==> config.mk <==
export PLATFORM = sky130hd
export DESIGN_NAME = dataPath
export DESIGN_NICKNAME = d
export VERILOG_FILES = /design/src/hdl/cpuPkg.sv /design/src/hdl/aluUnit.sv /design/src/hdl/busMux.sv /design/src/hdl/dataPath.sv /design/src/hdl/regFile.sv /design/src/hdl/specialRegs.sv
export SDC_FILE = /design/constraint.sdc
export NUM_CORES = 2
export LEC_CHECK = 0
export BUFFER_PORTS_ARGS = -buffer_cell sky130_fd_sc_hd__buf_2
export CORE_UTILIZATION = 47
export DETAILED_ROUTE_END_ITERATION = 12
export PLACE_DENSITY = 0.66
export REMOVE_ABC_BUFFERS = 1
export SYNTH_ARGS = -nofsm -noshare
export SYNTH_HDL_FRONTEND = slang
export SYNTH_SLANG_ARGS = --single-unit
==> constraint.sdc <==
create_clock -name Clock -period 11 [get_ports Clock]
set_clock_uncertainty 0.2 [all_clocks]
set_input_delay 1.1 -clock Clock [delete_from_list [all_inputs] [get_ports Clock]]
set_output_delay 1.1 -clock Clock [all_outputs]
set_load 0.03 [all_outputs]
==> src/hdl/cpuPkg.sv <==
package cpuPkg;

   // datapath sizes
   localparam int wordWidth = 32;   // data word and bus width
   localparam int regCount  = 32;   // general registers R0..R31
   localparam int selWidth  = 5;    // register select width
   localparam int opWidth   = 5;    // ALU operation code width

   // ALU operation codes
   // neg keeps the encoding of the older instruction set
   localparam logic [opWidth-1:0] opAdd = 5'b00011;
   localparam logic [opWidth-1:0] opSub = 5'b00100;
   localparam logic [opWidth-1:0] opAnd = 5'b00101;
   localparam logic [opWidth-1:0] opOr  = 5'b00110;
   localparam logic [opWidth-1:0] opNeg = 5'b00111;
   localparam logic [opWidth-1:0] opNot = 5'b01000;
   localparam logic [opWidth-1:0] opShl = 5'b01001;
   localparam logic [opWidth-1:0] opShr = 5'b01010;
   localparam logic [opWidth-1:0] opMul = 5'b01011;

   // one multiplier bit is retired per step
   localparam int mulSteps = 32;

endpackage

==> src/hdl/aluUnit.sv <==
`timescale 1ns/1ps
module aluUnit (
   input  logic                          Clock,
   input  logic                          rst,
   input  logic [cpuPkg::wordWidth-1:0]  busData,
   input  logic                          ryIn,
   input  logic [cpuPkg::opWidth-1:0]    opSelect,
   input  logic                          start,
   output logic                          finished,
   output logic [cpuPkg::wordWidth-1:0]  zHi,
   output logic [cpuPkg::wordWidth-1:0]  zLo
);

   logic [cpuPkg::wordWidth-1:0]          ryReg;      // operand A
   logic [cpuPkg::wordWidth-1:0]          mulA;       // multiplicand held during mul
   logic [2*cpuPkg::wordWidth-1:0]        mulProd;    // {partial sum, remaining multiplier}
   logic [cpuPkg::wordWidth:0]            mulSum;
   logic [$clog2(cpuPkg::mulSteps)-1:0]   stepCount;
   logic                                  busy;
   logic                                  accept;
   logic [cpuPkg::wordWidth-1:0]          opResult;
   logic                                  signExt;    // zHi gets the sign of the result

   assign accept = start && !busy;

   always_ff @(posedge Clock) begin
      if (rst) begin
         ryReg <= '0;
      end else if (ryIn) begin
         ryReg <= busData;
      end
   end

   // single-cycle operations, A from RY and B straight off the bus
   always_comb begin
      signExt = 1'b0;
      case (opSelect)
         cpuPkg::opAdd: begin
            opResult = ryReg + busData;
            signExt  = 1'b1;
         end
         cpuPkg::opSub: begin
            opResult = ryReg - busData;
            signExt  = 1'b1;
         end
         cpuPkg::opAnd: opResult = ryReg & busData;
         cpuPkg::opOr:  opResult = ryReg | busData;
         cpuPkg::opNeg: begin
            opResult = -busData;
            signExt  = 1'b1;
         end
         cpuPkg::opNot: opResult = ~busData;
         cpuPkg::opShl: opResult = ryReg << busData[4:0];
         cpuPkg::opShr: opResult = ryReg >> busData[4:0];
         default:       opResult = '0;
      endcase
   end

   // add the multiplicand into the upper half when the low multiplier bit is set
   assign mulSum = {1'b0, mulProd[2*cpuPkg::wordWidth-1:cpuPkg::wordWidth]}
                 + (mulProd[0] ? {1'b0, mulA} : '0);

   always_ff @(posedge Clock) begin
      mulProd <= {mulSum, mulProd[cpuPkg::wordWidth-1:1]};
      if (accept && opSelect == cpuPkg::opMul) begin
         mulA    <= ryReg;
         mulProd <= {{cpuPkg::wordWidth{1'b0}}, busData};
      end
   end

   always_ff @(posedge Clock) begin
      if (rst) begin
         busy      <= 1'b0;
         finished  <= 1'b0;
         stepCount <= '0;
         zHi       <= '0;
         zLo       <= '0;
      end else begin
         finished <= 1'b0;   // one-cycle pulse
         if (accept) begin
            if (opSelect == cpuPkg::opMul) begin
               busy      <= 1'b1;
               stepCount <= '0;
            end else begin
               zLo      <= opResult;
               zHi      <= {cpuPkg::wordWidth{signExt & opResult[cpuPkg::wordWidth-1]}};
               finished <= 1'b1;
            end
         end else if (busy) begin
            stepCount <= stepCount + 1'b1;
            if (stepCount == ($clog2(cpuPkg::mulSteps))'(cpuPkg::mulSteps - 1)) begin
               busy     <= 1'b0;
               finished <= 1'b1;
               {zHi, zLo} <= {mulSum, mulProd[cpuPkg::wordWidth-1:1]};   // last step
            end
         end
      end
   end

endmodule

==> src/hdl/busMux.sv <==
`timescale 1ns/1ps
module busMux (
   input  logic                          rfOut,
   input  logic                          pcOut,
   input  logic                          irOut,
   input  logic                          marOut,
   input  logic                          mdrOut,
   input  logic                          hiOut,
   input  logic                          loOut,
   input  logic                          zHiOut,
   input  logic                          zLoOut,
   input  logic [cpuPkg::wordWidth-1:0]  rfData,
   input  logic [cpuPkg::wordWidth-1:0]  pcData,
   input  logic [cpuPkg::wordWidth-1:0]  irData,
   input  logic [cpuPkg::wordWidth-1:0]  marData,
   input  logic [cpuPkg::wordWidth-1:0]  mdrData,
   input  logic [cpuPkg::wordWidth-1:0]  hiData,
   input  logic [cpuPkg::wordWidth-1:0]  loData,
   input  logic [cpuPkg::wordWidth-1:0]  zHi,
   input  logic [cpuPkg::wordWidth-1:0]  zLo,
   output logic [cpuPkg::wordWidth-1:0]  busData
);

   logic [8:0] outEn;
   logic [3:0] srcSel;
   logic       srcValid;

   assign outEn = {zLoOut, zHiOut, loOut, hiOut, mdrOut, marOut, irOut, pcOut, rfOut};

   // encoder, scanning downward so the lowest set index is kept
   always_comb begin
      srcSel   = '0;
      srcValid = 1'b0;
      for (int i = 8; i >= 0; i--) begin
         if (outEn[i]) begin
            srcSel   = 4'(i);
            srcValid = 1'b1;
         end
      end
   end

   always_comb begin
      busData = '0;   // idle bus reads zero
      if (srcValid) begin
         case (srcSel)
            4'd0:    busData = rfData;
            4'd1:    busData = pcData;
            4'd2:    busData = irData;
            4'd3:    busData = marData;
            4'd4:    busData = mdrData;
            4'd5:    busData = hiData;
            4'd6:    busData = loData;
            4'd7:    busData = zHi;
            4'd8:    busData = zLo;
            default: busData = '0;
         endcase
      end
   end

endmodule

==> src/hdl/dataPath.sv <==
`timescale 1ns/1ps
module dataPath (
   input  logic                          Clock,
   input  logic                          rst,
   input  logic                          rfOut,
   input  logic                          pcOut,
   input  logic                          irOut,
   input  logic                          marOut,
   input  logic                          mdrOut,
   input  logic                          hiOut,
   input  logic                          loOut,
   input  logic                          zHiOut,
   input  logic                          zLoOut,
   input  logic                          rfIn,
   input  logic                          pcIn,
   input  logic                          irIn,
   input  logic                          marIn,
   input  logic                          mdrIn,
   input  logic                          hiIn,
   input  logic                          loIn,
   input  logic                          ryIn,
   input  logic [cpuPkg::selWidth-1:0]   rfSelect,
   input  logic                          read,
   input  logic                          incPc,
   input  logic [cpuPkg::wordWidth-1:0]  memData,
   input  logic [cpuPkg::opWidth-1:0]    opSelect,
   input  logic                          start,
   output logic                          finished,
   output logic [cpuPkg::wordWidth-1:0]  busData,
   output logic [cpuPkg::wordWidth-1:0]  address
);

   logic [cpuPkg::wordWidth-1:0] rfData;
   logic [cpuPkg::wordWidth-1:0] pcData;
   logic [cpuPkg::wordWidth-1:0] irData;
   logic [cpuPkg::wordWidth-1:0] mdrData;
   logic [cpuPkg::wordWidth-1:0] hiData;
   logic [cpuPkg::wordWidth-1:0] loData;
   logic [cpuPkg::wordWidth-1:0] zHi;
   logic [cpuPkg::wordWidth-1:0] zLo;

   regFile rf0 (.Clock, .rst, .rfSelect, .rfIn, .busData, .rfData);

   // MAR drives the address port and feeds the bus mux as well
   specialRegs sr0 (
      .Clock, .rst, .busData, .memData, .read,
      .pcIn, .incPc, .irIn, .marIn, .mdrIn, .hiIn, .loIn,
      .pcData, .irData, .marData(address), .mdrData, .hiData, .loData
   );

   busMux mux0 (
      .rfOut, .pcOut, .irOut, .marOut, .mdrOut, .hiOut, .loOut, .zHiOut, .zLoOut,
      .rfData, .pcData, .irData, .marData(address), .mdrData, .hiData, .loData,
      .zHi, .zLo, .busData
   );

   aluUnit alu0 (
      .Clock, .rst, .busData, .ryIn, .opSelect, .start, .finished, .zHi, .zLo
   );

endmodule

==> src/hdl/regFile.sv <==
`timescale 1ns/1ps
module regFile (
   input  logic                          Clock,
   input  logic                          rst,
   input  logic [cpuPkg::selWidth-1:0]   rfSelect,
   input  logic                          rfIn,
   input  logic [cpuPkg::wordWidth-1:0]  busData,
   output logic [cpuPkg::wordWidth-1:0]  rfData
);

   logic [cpuPkg::wordWidth-1:0] regs [cpuPkg::regCount];

   // R0 is never written, so after reset it reads as zero for good
   always_ff @(posedge Clock) begin
      if (rst) begin
         for (int i = 0; i < cpuPkg::regCount; i++) begin
            regs[i] <= '0;
         end
      end else if (rfIn && (rfSelect != '0)) begin
         regs[rfSelect] <= busData;
      end
   end

   assign rfData = regs[rfSelect];   // combinational read

endmodule

==> src/hdl/specialRegs.sv <==
`timescale 1ns/1ps
module specialRegs (
   input  logic                          Clock,
   input  logic                          rst,
   input  logic [cpuPkg::wordWidth-1:0]  busData,
   input  logic [cpuPkg::wordWidth-1:0]  memData,
   input  logic                          read,
   input  logic                          pcIn,
   input  logic                          incPc,
   input  logic                          irIn,
   input  logic                          marIn,
   input  logic                          mdrIn,
   input  logic                          hiIn,
   input  logic                          loIn,
   output logic [cpuPkg::wordWidth-1:0]  pcData,
   output logic [cpuPkg::wordWidth-1:0]  irData,
   output logic [cpuPkg::wordWidth-1:0]  marData,
   output logic [cpuPkg::wordWidth-1:0]  mdrData,
   output logic [cpuPkg::wordWidth-1:0]  hiData,
   output logic [cpuPkg::wordWidth-1:0]  loData
);

   logic [cpuPkg::wordWidth-1:0] mdrNext;

   // memory read data takes the MDR while read is high
   assign mdrNext = read ? memData : busData;

   // program counter, a bus load wins over the increment
   always_ff @(posedge Clock) begin
      if (rst) begin
         pcData <= '0;
      end else if (pcIn) begin
         pcData <= busData;
      end else if (incPc) begin
         pcData <= pcData + cpuPkg::wordWidth'(4);   // next word
      end
   end

   always_ff @(posedge Clock) begin
      if (rst) begin
         irData  <= '0;
         marData <= '0;
         mdrData <= '0;
         hiData  <= '0;
         loData  <= '0;
      end else begin
         if (irIn) begin
            irData <= busData;
         end
         if (marIn) begin
            marData <= busData;   // also the memory address
         end
         if (mdrIn) begin
            mdrData <= mdrNext;
         end
         if (hiIn) begin
            hiData <= busData;
         end
         if (loIn) begin
            loData <= busData;
         end
      end
   end

endmodule

Yosys cells after proc, flatten, opt, wreduce, memory -nomap -nowiden
Memories as Yosys holds them, arrays and structs flattened.
Cells that the tools add are included.
Cells by class
  add/sub/neg operators: 6
  equality and inequality tests: 20
  shifts and indexed selects: 2
  mux-type cells: 54
  bitwise logic cells: 4
  reduce and logical (&&, ||, !) cells: 13
Operators with widths (count)
  two-way mux 32 bit: 15
  one-hot mux 32 bit (9 select lines): 1
  one-hot mux 32 bit (8 select lines): 1
  two-way mux 4 bit: 9
  adder 32 x 32 -> 33 bit: 1
  adder 32 x 3 -> 32 bit, second input constant: 1
  adder 32 bit: 1
  AND 32 bit: 1
  negator 32 bit: 1
  NOT 32 bit: 1
  bitwise OR 32 bit: 1
  OR reduction 32 bit: 1
  << shifter 32 x 5 -> 32 bit: 1
  >> shifter 32 x 5 -> 32 bit: 1
  subtractor 32 bit: 1
  two-way mux 1 bit: 24
  equality test 5 x 3 -> 1 bit, second input constant: 4
  equality test 5 x 4 -> 1 bit, second input constant: 4
  two-way mux 5 bit: 4
  equality test 4 x 3 -> 1 bit, second input constant: 4
  equality test 4 x 2 -> 1 bit, second input constant: 2
  nonzero test 2 bit: 3
  adder 5 x 1 -> 5 bit, second input constant: 1
  equality test 5 x 2 -> 1 bit, second input constant: 1
  12 further kinds: 15
Word-level totals
  flip-flop bits (word level): 391
  RAM bits: 1024
  input bits: 64
  output and inout port bits: 65
  logic and storage cells: 115
  memories kept: 1
Memory list
  rf0.regs: words 32, width 32, read ports 1, clocked after Yosys merged registers in 0, write ports 32, RTL line regFile.sv:11  | logic [cpuPkg::wordWidth-1:0] regs [cpuPkg::regCount];

Longest topological paths before layout
  depth after elaboration: 17
  depth in mapped cells: 28

Modules after synthesis
A second synthesis with hierarchy kept.
Unflattened totals
  cell total of the unflattened synthesis: 6536
  area, all modules: 73426.7 µm²
Modules (own cells, without submodules)
  regFile: times used 1, cells each 3291, area an instance 46244.4 µm²
  aluUnit: times used 1, cells each 2103, area an instance 17289.1 µm²
  specialRegs: times used 1, cells each 777, area an instance 7642.3 µm²
  busMux: times used 1, cells each 365, area an instance 2250.9 µm²

Least setup slack after synthesis
Ideal clock, no wire load.
  path type: input port to flip-flop
  start: input rfSelect[1] (netlist name)
  end: register alu0.zLo[28] (netlist name)
  setup time: 0.122 ns
  data arrival time: 6.913 ns
  data required time: 10.678 ns
  path slack: 3.765 ns
  cell stages on the path: 26
  cell sequence: buf_4 > buf_2 > buf_4 > buf_4 > mux2i_1 > a22oi_1 > nand4_1 > nor3_1 > nor3_1 > buf_2 > buf_1 > clkbuf_1 > clkbuf_1 > clkbuf_1 > ha_1 > o21ai_0 > a21oi_1 > o2111a_1 > o31ai_1 > a31oi_1 > a221o_1 > a211oi_1 > nor4_1 > a21o_1 > o31a_1 > a311o_1
On the way
  cells in the longest elaborated chain, start to end: 7
  elaborated cells between the ends (all ways): 14
  those cells by class: 3 x add/sub; 2 x shift; 5 x mux; 3 x bitwise; 1 x memory
Ends and longest elaborated chain
  start, declared: RTL line dataPath.sv:22  | input logic [cpuPkg::selWidth-1:0] rfSelect,
  memory (32 x 32 bit) *
  one-hot mux 32 bit (9 select lines) *: RTL line busMux.sv:45  | case (srcSel)
  two-way mux 32 bit *: RTL line busMux.sv:44  | if (srcValid) begin
  negator 32 bit (tied with other cells): RTL line aluUnit.sv:49  | opResult = -busData;
  one-hot mux 32 bit (8 select lines) *: RTL line aluUnit.sv:37  | case (opSelect)
  two-way mux 32 bit *: RTL line aluUnit.sv:81  | if (opSelect == cpuPkg::opMul) begin
  two-way mux 32 bit *: RTL line aluUnit.sv:80  | if (accept) begin
  end signal, assigned: RTL line aluUnit.sv:85  | zLo <= opResult;
  end signal, assigned: RTL line aluUnit.sv:94  | {zHi, zLo} <= {mulSum, mulProd[cpuPkg::wordWidth-1:1]};
  end, declared: RTL line aluUnit.sv:11  | output logic [cpuPkg::wordWidth-1:0] zLo
Every way passes the cells marked *; elsewhere a longest branch is shown, timed or not. The select of a mux whose other input is x is not followed.
A chain may end at the register's enable or synchronous reset.

Worst setup path after layout
  start: input rfOut
  end: register alu0.zHi[28] (netlist name)
On the way
  cells in the longest elaborated chain, start to end: 9
  elaborated cells between the ends (all ways): 25
  those cells by class: 3 x add/sub; 8 x eq/ne; 2 x shift; 7 x mux; 4 x bitwise; 1 x reduce/logical
Ends and longest elaborated chain
  start, declared: RTL line dataPath.sv:5  | input logic rfOut,
  two-way mux 4 bit: RTL line busMux.sv:35  | if (outEn[i]) begin
  equality test 4 bit (tied with other cells): RTL line busMux.sv:45
  one-hot mux 32 bit (9 select lines): RTL line busMux.sv:45
  two-way mux 32 bit *: RTL line busMux.sv:44
  negator 32 bit (tied with other cells): RTL line aluUnit.sv:49
  one-hot mux 32 bit (8 select lines) *: RTL line aluUnit.sv:37
  AND 1 bit *: RTL line aluUnit.sv:86  | zHi <= {cpuPkg::wordWidth{signExt & opResult[cpuPkg::wordWidth-1]}};
  two-way mux 32 bit *: RTL line aluUnit.sv:81
  two-way mux 32 bit *: RTL line aluUnit.sv:80
  end signal, assigned: RTL line aluUnit.sv:86
  end signal, assigned: RTL line aluUnit.sv:94
  end, declared: RTL line aluUnit.sv:10  | output logic [cpuPkg::wordWidth-1:0] zHi,
Marked as above.

==> impl_metrics.toml <==
[outcome]
status = "complete, no violations"

[setup_path]
crit_path_start = "rfOut"
cp_num_buf_inv = 3
worstPathCellList = "buf_2, or4_4, nor2_4, a22oi_1, o2111a_1, and3_4, inv_2, ha_1, nor2_1, a31oi_1, nor3_1, nor4b_1, o21ai_0, a21boi_0, o22ai_1, mux2i_1, o2111ai_1, o31ai_4, buf_4, a311oi_1"
crit_path_start_kind = "primary input"
r2r_start = "rf0.regs[26][5]"
crit_required_ns = 11.42
critPathMaxFanout = 42
path_depth = 20
cp_slowest_cell = "nor2_4"
endpoint_kind = "flop"
reg2reg_depth = 19
worstSetupPathType = "primary input to flop"
reg2reg_to = "alu0.zHi[28]"
r2r_slack_ns = 3.97
critPathTopFamily = "simple AND/OR/NAND/NOR gates"
cp.arrival_ns = 8.63
critPathMaxStageDelay_ns = 0.76

[detailed_routing]
vias_per_cell = 6.78
totalWireLength_mm = 299
antenna_left = 0
wire_per_inst_um = 36.2
num_vias = 56100
dr.pass1.iters = 9
drtIter0Drc = 9319
drc_errors = 0

[timing]
hold_viol_final = 0
period_minus_slack_ns = 8.21
slew_headroom = 0.0578
report.final.slew_viol_count = 0
hold_ws_ns = 0.261
clock.fmax_ghz = 0.122
worst_slew_pin_slew_ns = 1.40
setup_viol = 0
layout_worst_path_cycle_share = 0.747
rsz0062_at_grt = "no"

[cts]
ctsHtreeMaxLevel = 4
cts-hold-fix-buffers = 0
cts_root_buf = "clkbuf_16"
post_cts_buffers = 0
cts-resized-gates = 0
cts_sinks = 1415
cts_tree = "yes"
clock_latency_ns = 0.82
numCtsBuffers = 147
clk_pin_slew_ns = 0.06
clk_path_buf_depth = 3

[final_layout]
syn_to_final_growth_pct = 10.8
drive_above_1_share = 0.143
register_area_um2 = 38900
num-nets-final = 6419
multiInputGateArea_um2 = 29100
nFillCells = 12800

[floorplanning]
die_h_um = 388
die_width_um = 388
pin_count = 129
start_util = 0.474
die-area_um2 = 151000
core-area_um2 = 148000
rows = 141

[pwr]
irDropWorstVdd_v = 0.000156
power_w = 0.0144
powerDensity_nw_per_um2 = 185
p_leak_nw = 29.2

[logic_synthesis]
seq_area_frac_synth = 0.555
synth-edff-count = 1056
netlist_area_um2 = 70100
ys_ff_latch = 1415
synthFlopType = "edfxtp_1"
yosysWarnings = 0
netlist_instances = 6244
syn_area_per_cell_um2 = 11.2
async_flop_share = 0
yosys.cell_types.count = 98

[placement]
io_buffers = 128
dp_hpwl_mm = 193
routabilityCongestion = 1.05

[min_path]
min_from = "alu0.mulProd[1]"
hold_depth = 2
min_path_type = "flop to flop"
min_to = "alu0.mulProd[0]"

[global_route]
grt_antenna_before_repair = 13
grt_pass1_vias = 52600
grt_pass1_wl_mm = 413
grt_overflow = 0
grtUsageTotal = 0.390
grt_max_degree = 145

[flow_run]
cap_violations = 0
## how the worst max path moves through the flow
| stage | endpoint | slack, ns |
|---|---|---|
| detailed placement | alu0.zHi[22] | 2.23 |
| finish | alu0.zHi[28] | 2.79 |
| floorplan | alu0.zHi[30] | -4.34 |
| CTS | alu0.zHi[28] | 3.04 |
| global placement | alu0.zHi[28] | 2.39 |
| global route | alu0.zHi[22] | 2.48 |
## final cells by class
class	instances	area share
inverters	92	0.00446
diodes	9	0.000290
clock inverters	70	0.00856
repair buffers	338	0.0297
clock buffers	196	0.0513
multi-input cells	4225	0.374
well taps	1930	0.0311
flip-flops and latches	1415	0.500
## Yosys cell counts (28+ instances only)
library cell	n	area [um^2]
a211oi_1	94	706
a21o_1	46	345
a21oi_1	144	721
a221oi_1	35	307
a22o_1	28	245
a22oi_1	114	856
a32oi_1	29	254
and2_1	71	444
and3_1	33	206
buf_1	71	267
buf_2	56	280
buf_4	37	278
clkbuf_1	371	1390
dfxtp_1	359	7190
edfxtp_1	1056	31700
ha_1	133	1660
inv_1	87	327
mux2i_1	357	3570
mux4_2	220	4950
nand2_1	336	1260
nand2b_1	59	369
nand3_1	80	400
nand4_1	34	213
nor2_1	1488	5590
nor3_1	44	220
nor4_1	36	225
o211ai_1	57	428
o21ai_0	160	801
o22ai_1	138	863
xnor2_1	78	683
xor2_1	28	245
## worst min-delay path, stage by stage (launching register included)
cell and delay (ns):
dfxtp_1 0.32, nand2_1 0.05, o21ai_0 0.06
## power by group
group	switching, W	internal (W)
logic	0.00215	0.000967
clock network	0.00220	0.00273
registers	0.000218	0.00609
total	0.00456	0.00979
## registers in the layout, summed over array words and instances (netlist names)
signal          cells
rf0.regs         1024
sr0.mdrData        32
alu0.zLo           32
alu0.mulProd       64
alu0.zHi           32
alu0.ryReg         32
alu0.stepCount      5
sr0.irData         32
alu0.mulA          32
sr0.marData        32
alu0.finished       1
alu0.busy           1
sr0.pcData         32
sr0.loData         32
sr0.hiData         32
## kinds of logic (layout without fill, tap and decap cells)
logic type                 count (synthesis)  count (layout)  share of synthesized area
AOI/OAI and AO/OA                       1058            1058                      0.104
xor gates and xnor gates                 106             106                     0.0132
adders and majority gates                136             136                     0.0246
buffers and inverters                    635             696                     0.0378
DFF                                     1415            1415                      0.555
muxes                                    601             601                      0.125
other                                      1              41                  0.0000535
and+or+nand+nor                         2292            2292                      0.140
## placed cells by master (no fill, tap or decap), drive strengths merged, types with 22 or more instances in the layout
cell | netlist | final
and3 | 33 | 33
xnor2 | 78 | 78
clkbuf | 371 | 196
nand3 | 82 | 82
nand4 | 34 | 34
nand2 | 339 | 339
edfxtp | 1056 | 1056
nand2b | 59 | 59
clkinv | 2 | 57
o22ai | 138 | 138
dfxtp | 359 | 359
a21oi | 144 | 144
mux2 | 24 | 24
o21ai | 173 | 173
conb | 1 | 32
o211ai | 57 | 57
nor2 | 1490 | 1490
a22oi | 114 | 114
mux4 | 220 | 220
a211oi | 94 | 94
xor2 | 28 | 28
a32oi | 29 | 29
mux2i | 357 | 357
a22o | 28 | 28
ha | 133 | 133
a21o | 46 | 46
buf | 172 | 338
and2 | 74 | 74
inv | 90 | 96
nor4 | 38 | 38
a221oi | 38 | 38
a31oi | 22 | 22
nor3 | 46 | 46
## metal layers
layer,track usage,share of wire,up-vias
met4,0.275,0.084,8
met5,0,0.00021,-
li1,-,-,22800
met2,0.569,0.43,4631
met1,0.508,0.36,27600
met3,0.0986,0.13,979
## stage by stage
step	worst slack (ns)	util	area [um^2]	cells	TNS, ns
floorplan	-4.34	-	67900	5732	-242.84
global placement	2.39	0.494	73000	7999	0
detailed placement	2.23	0.494	73100	8000	0
CTS	3.04	0.526	77700	8266	0
global route	2.48	0.526	77700	8269	0
finish	2.79	0.526	77700	8275	0
(Power assumes the default switching activity.)
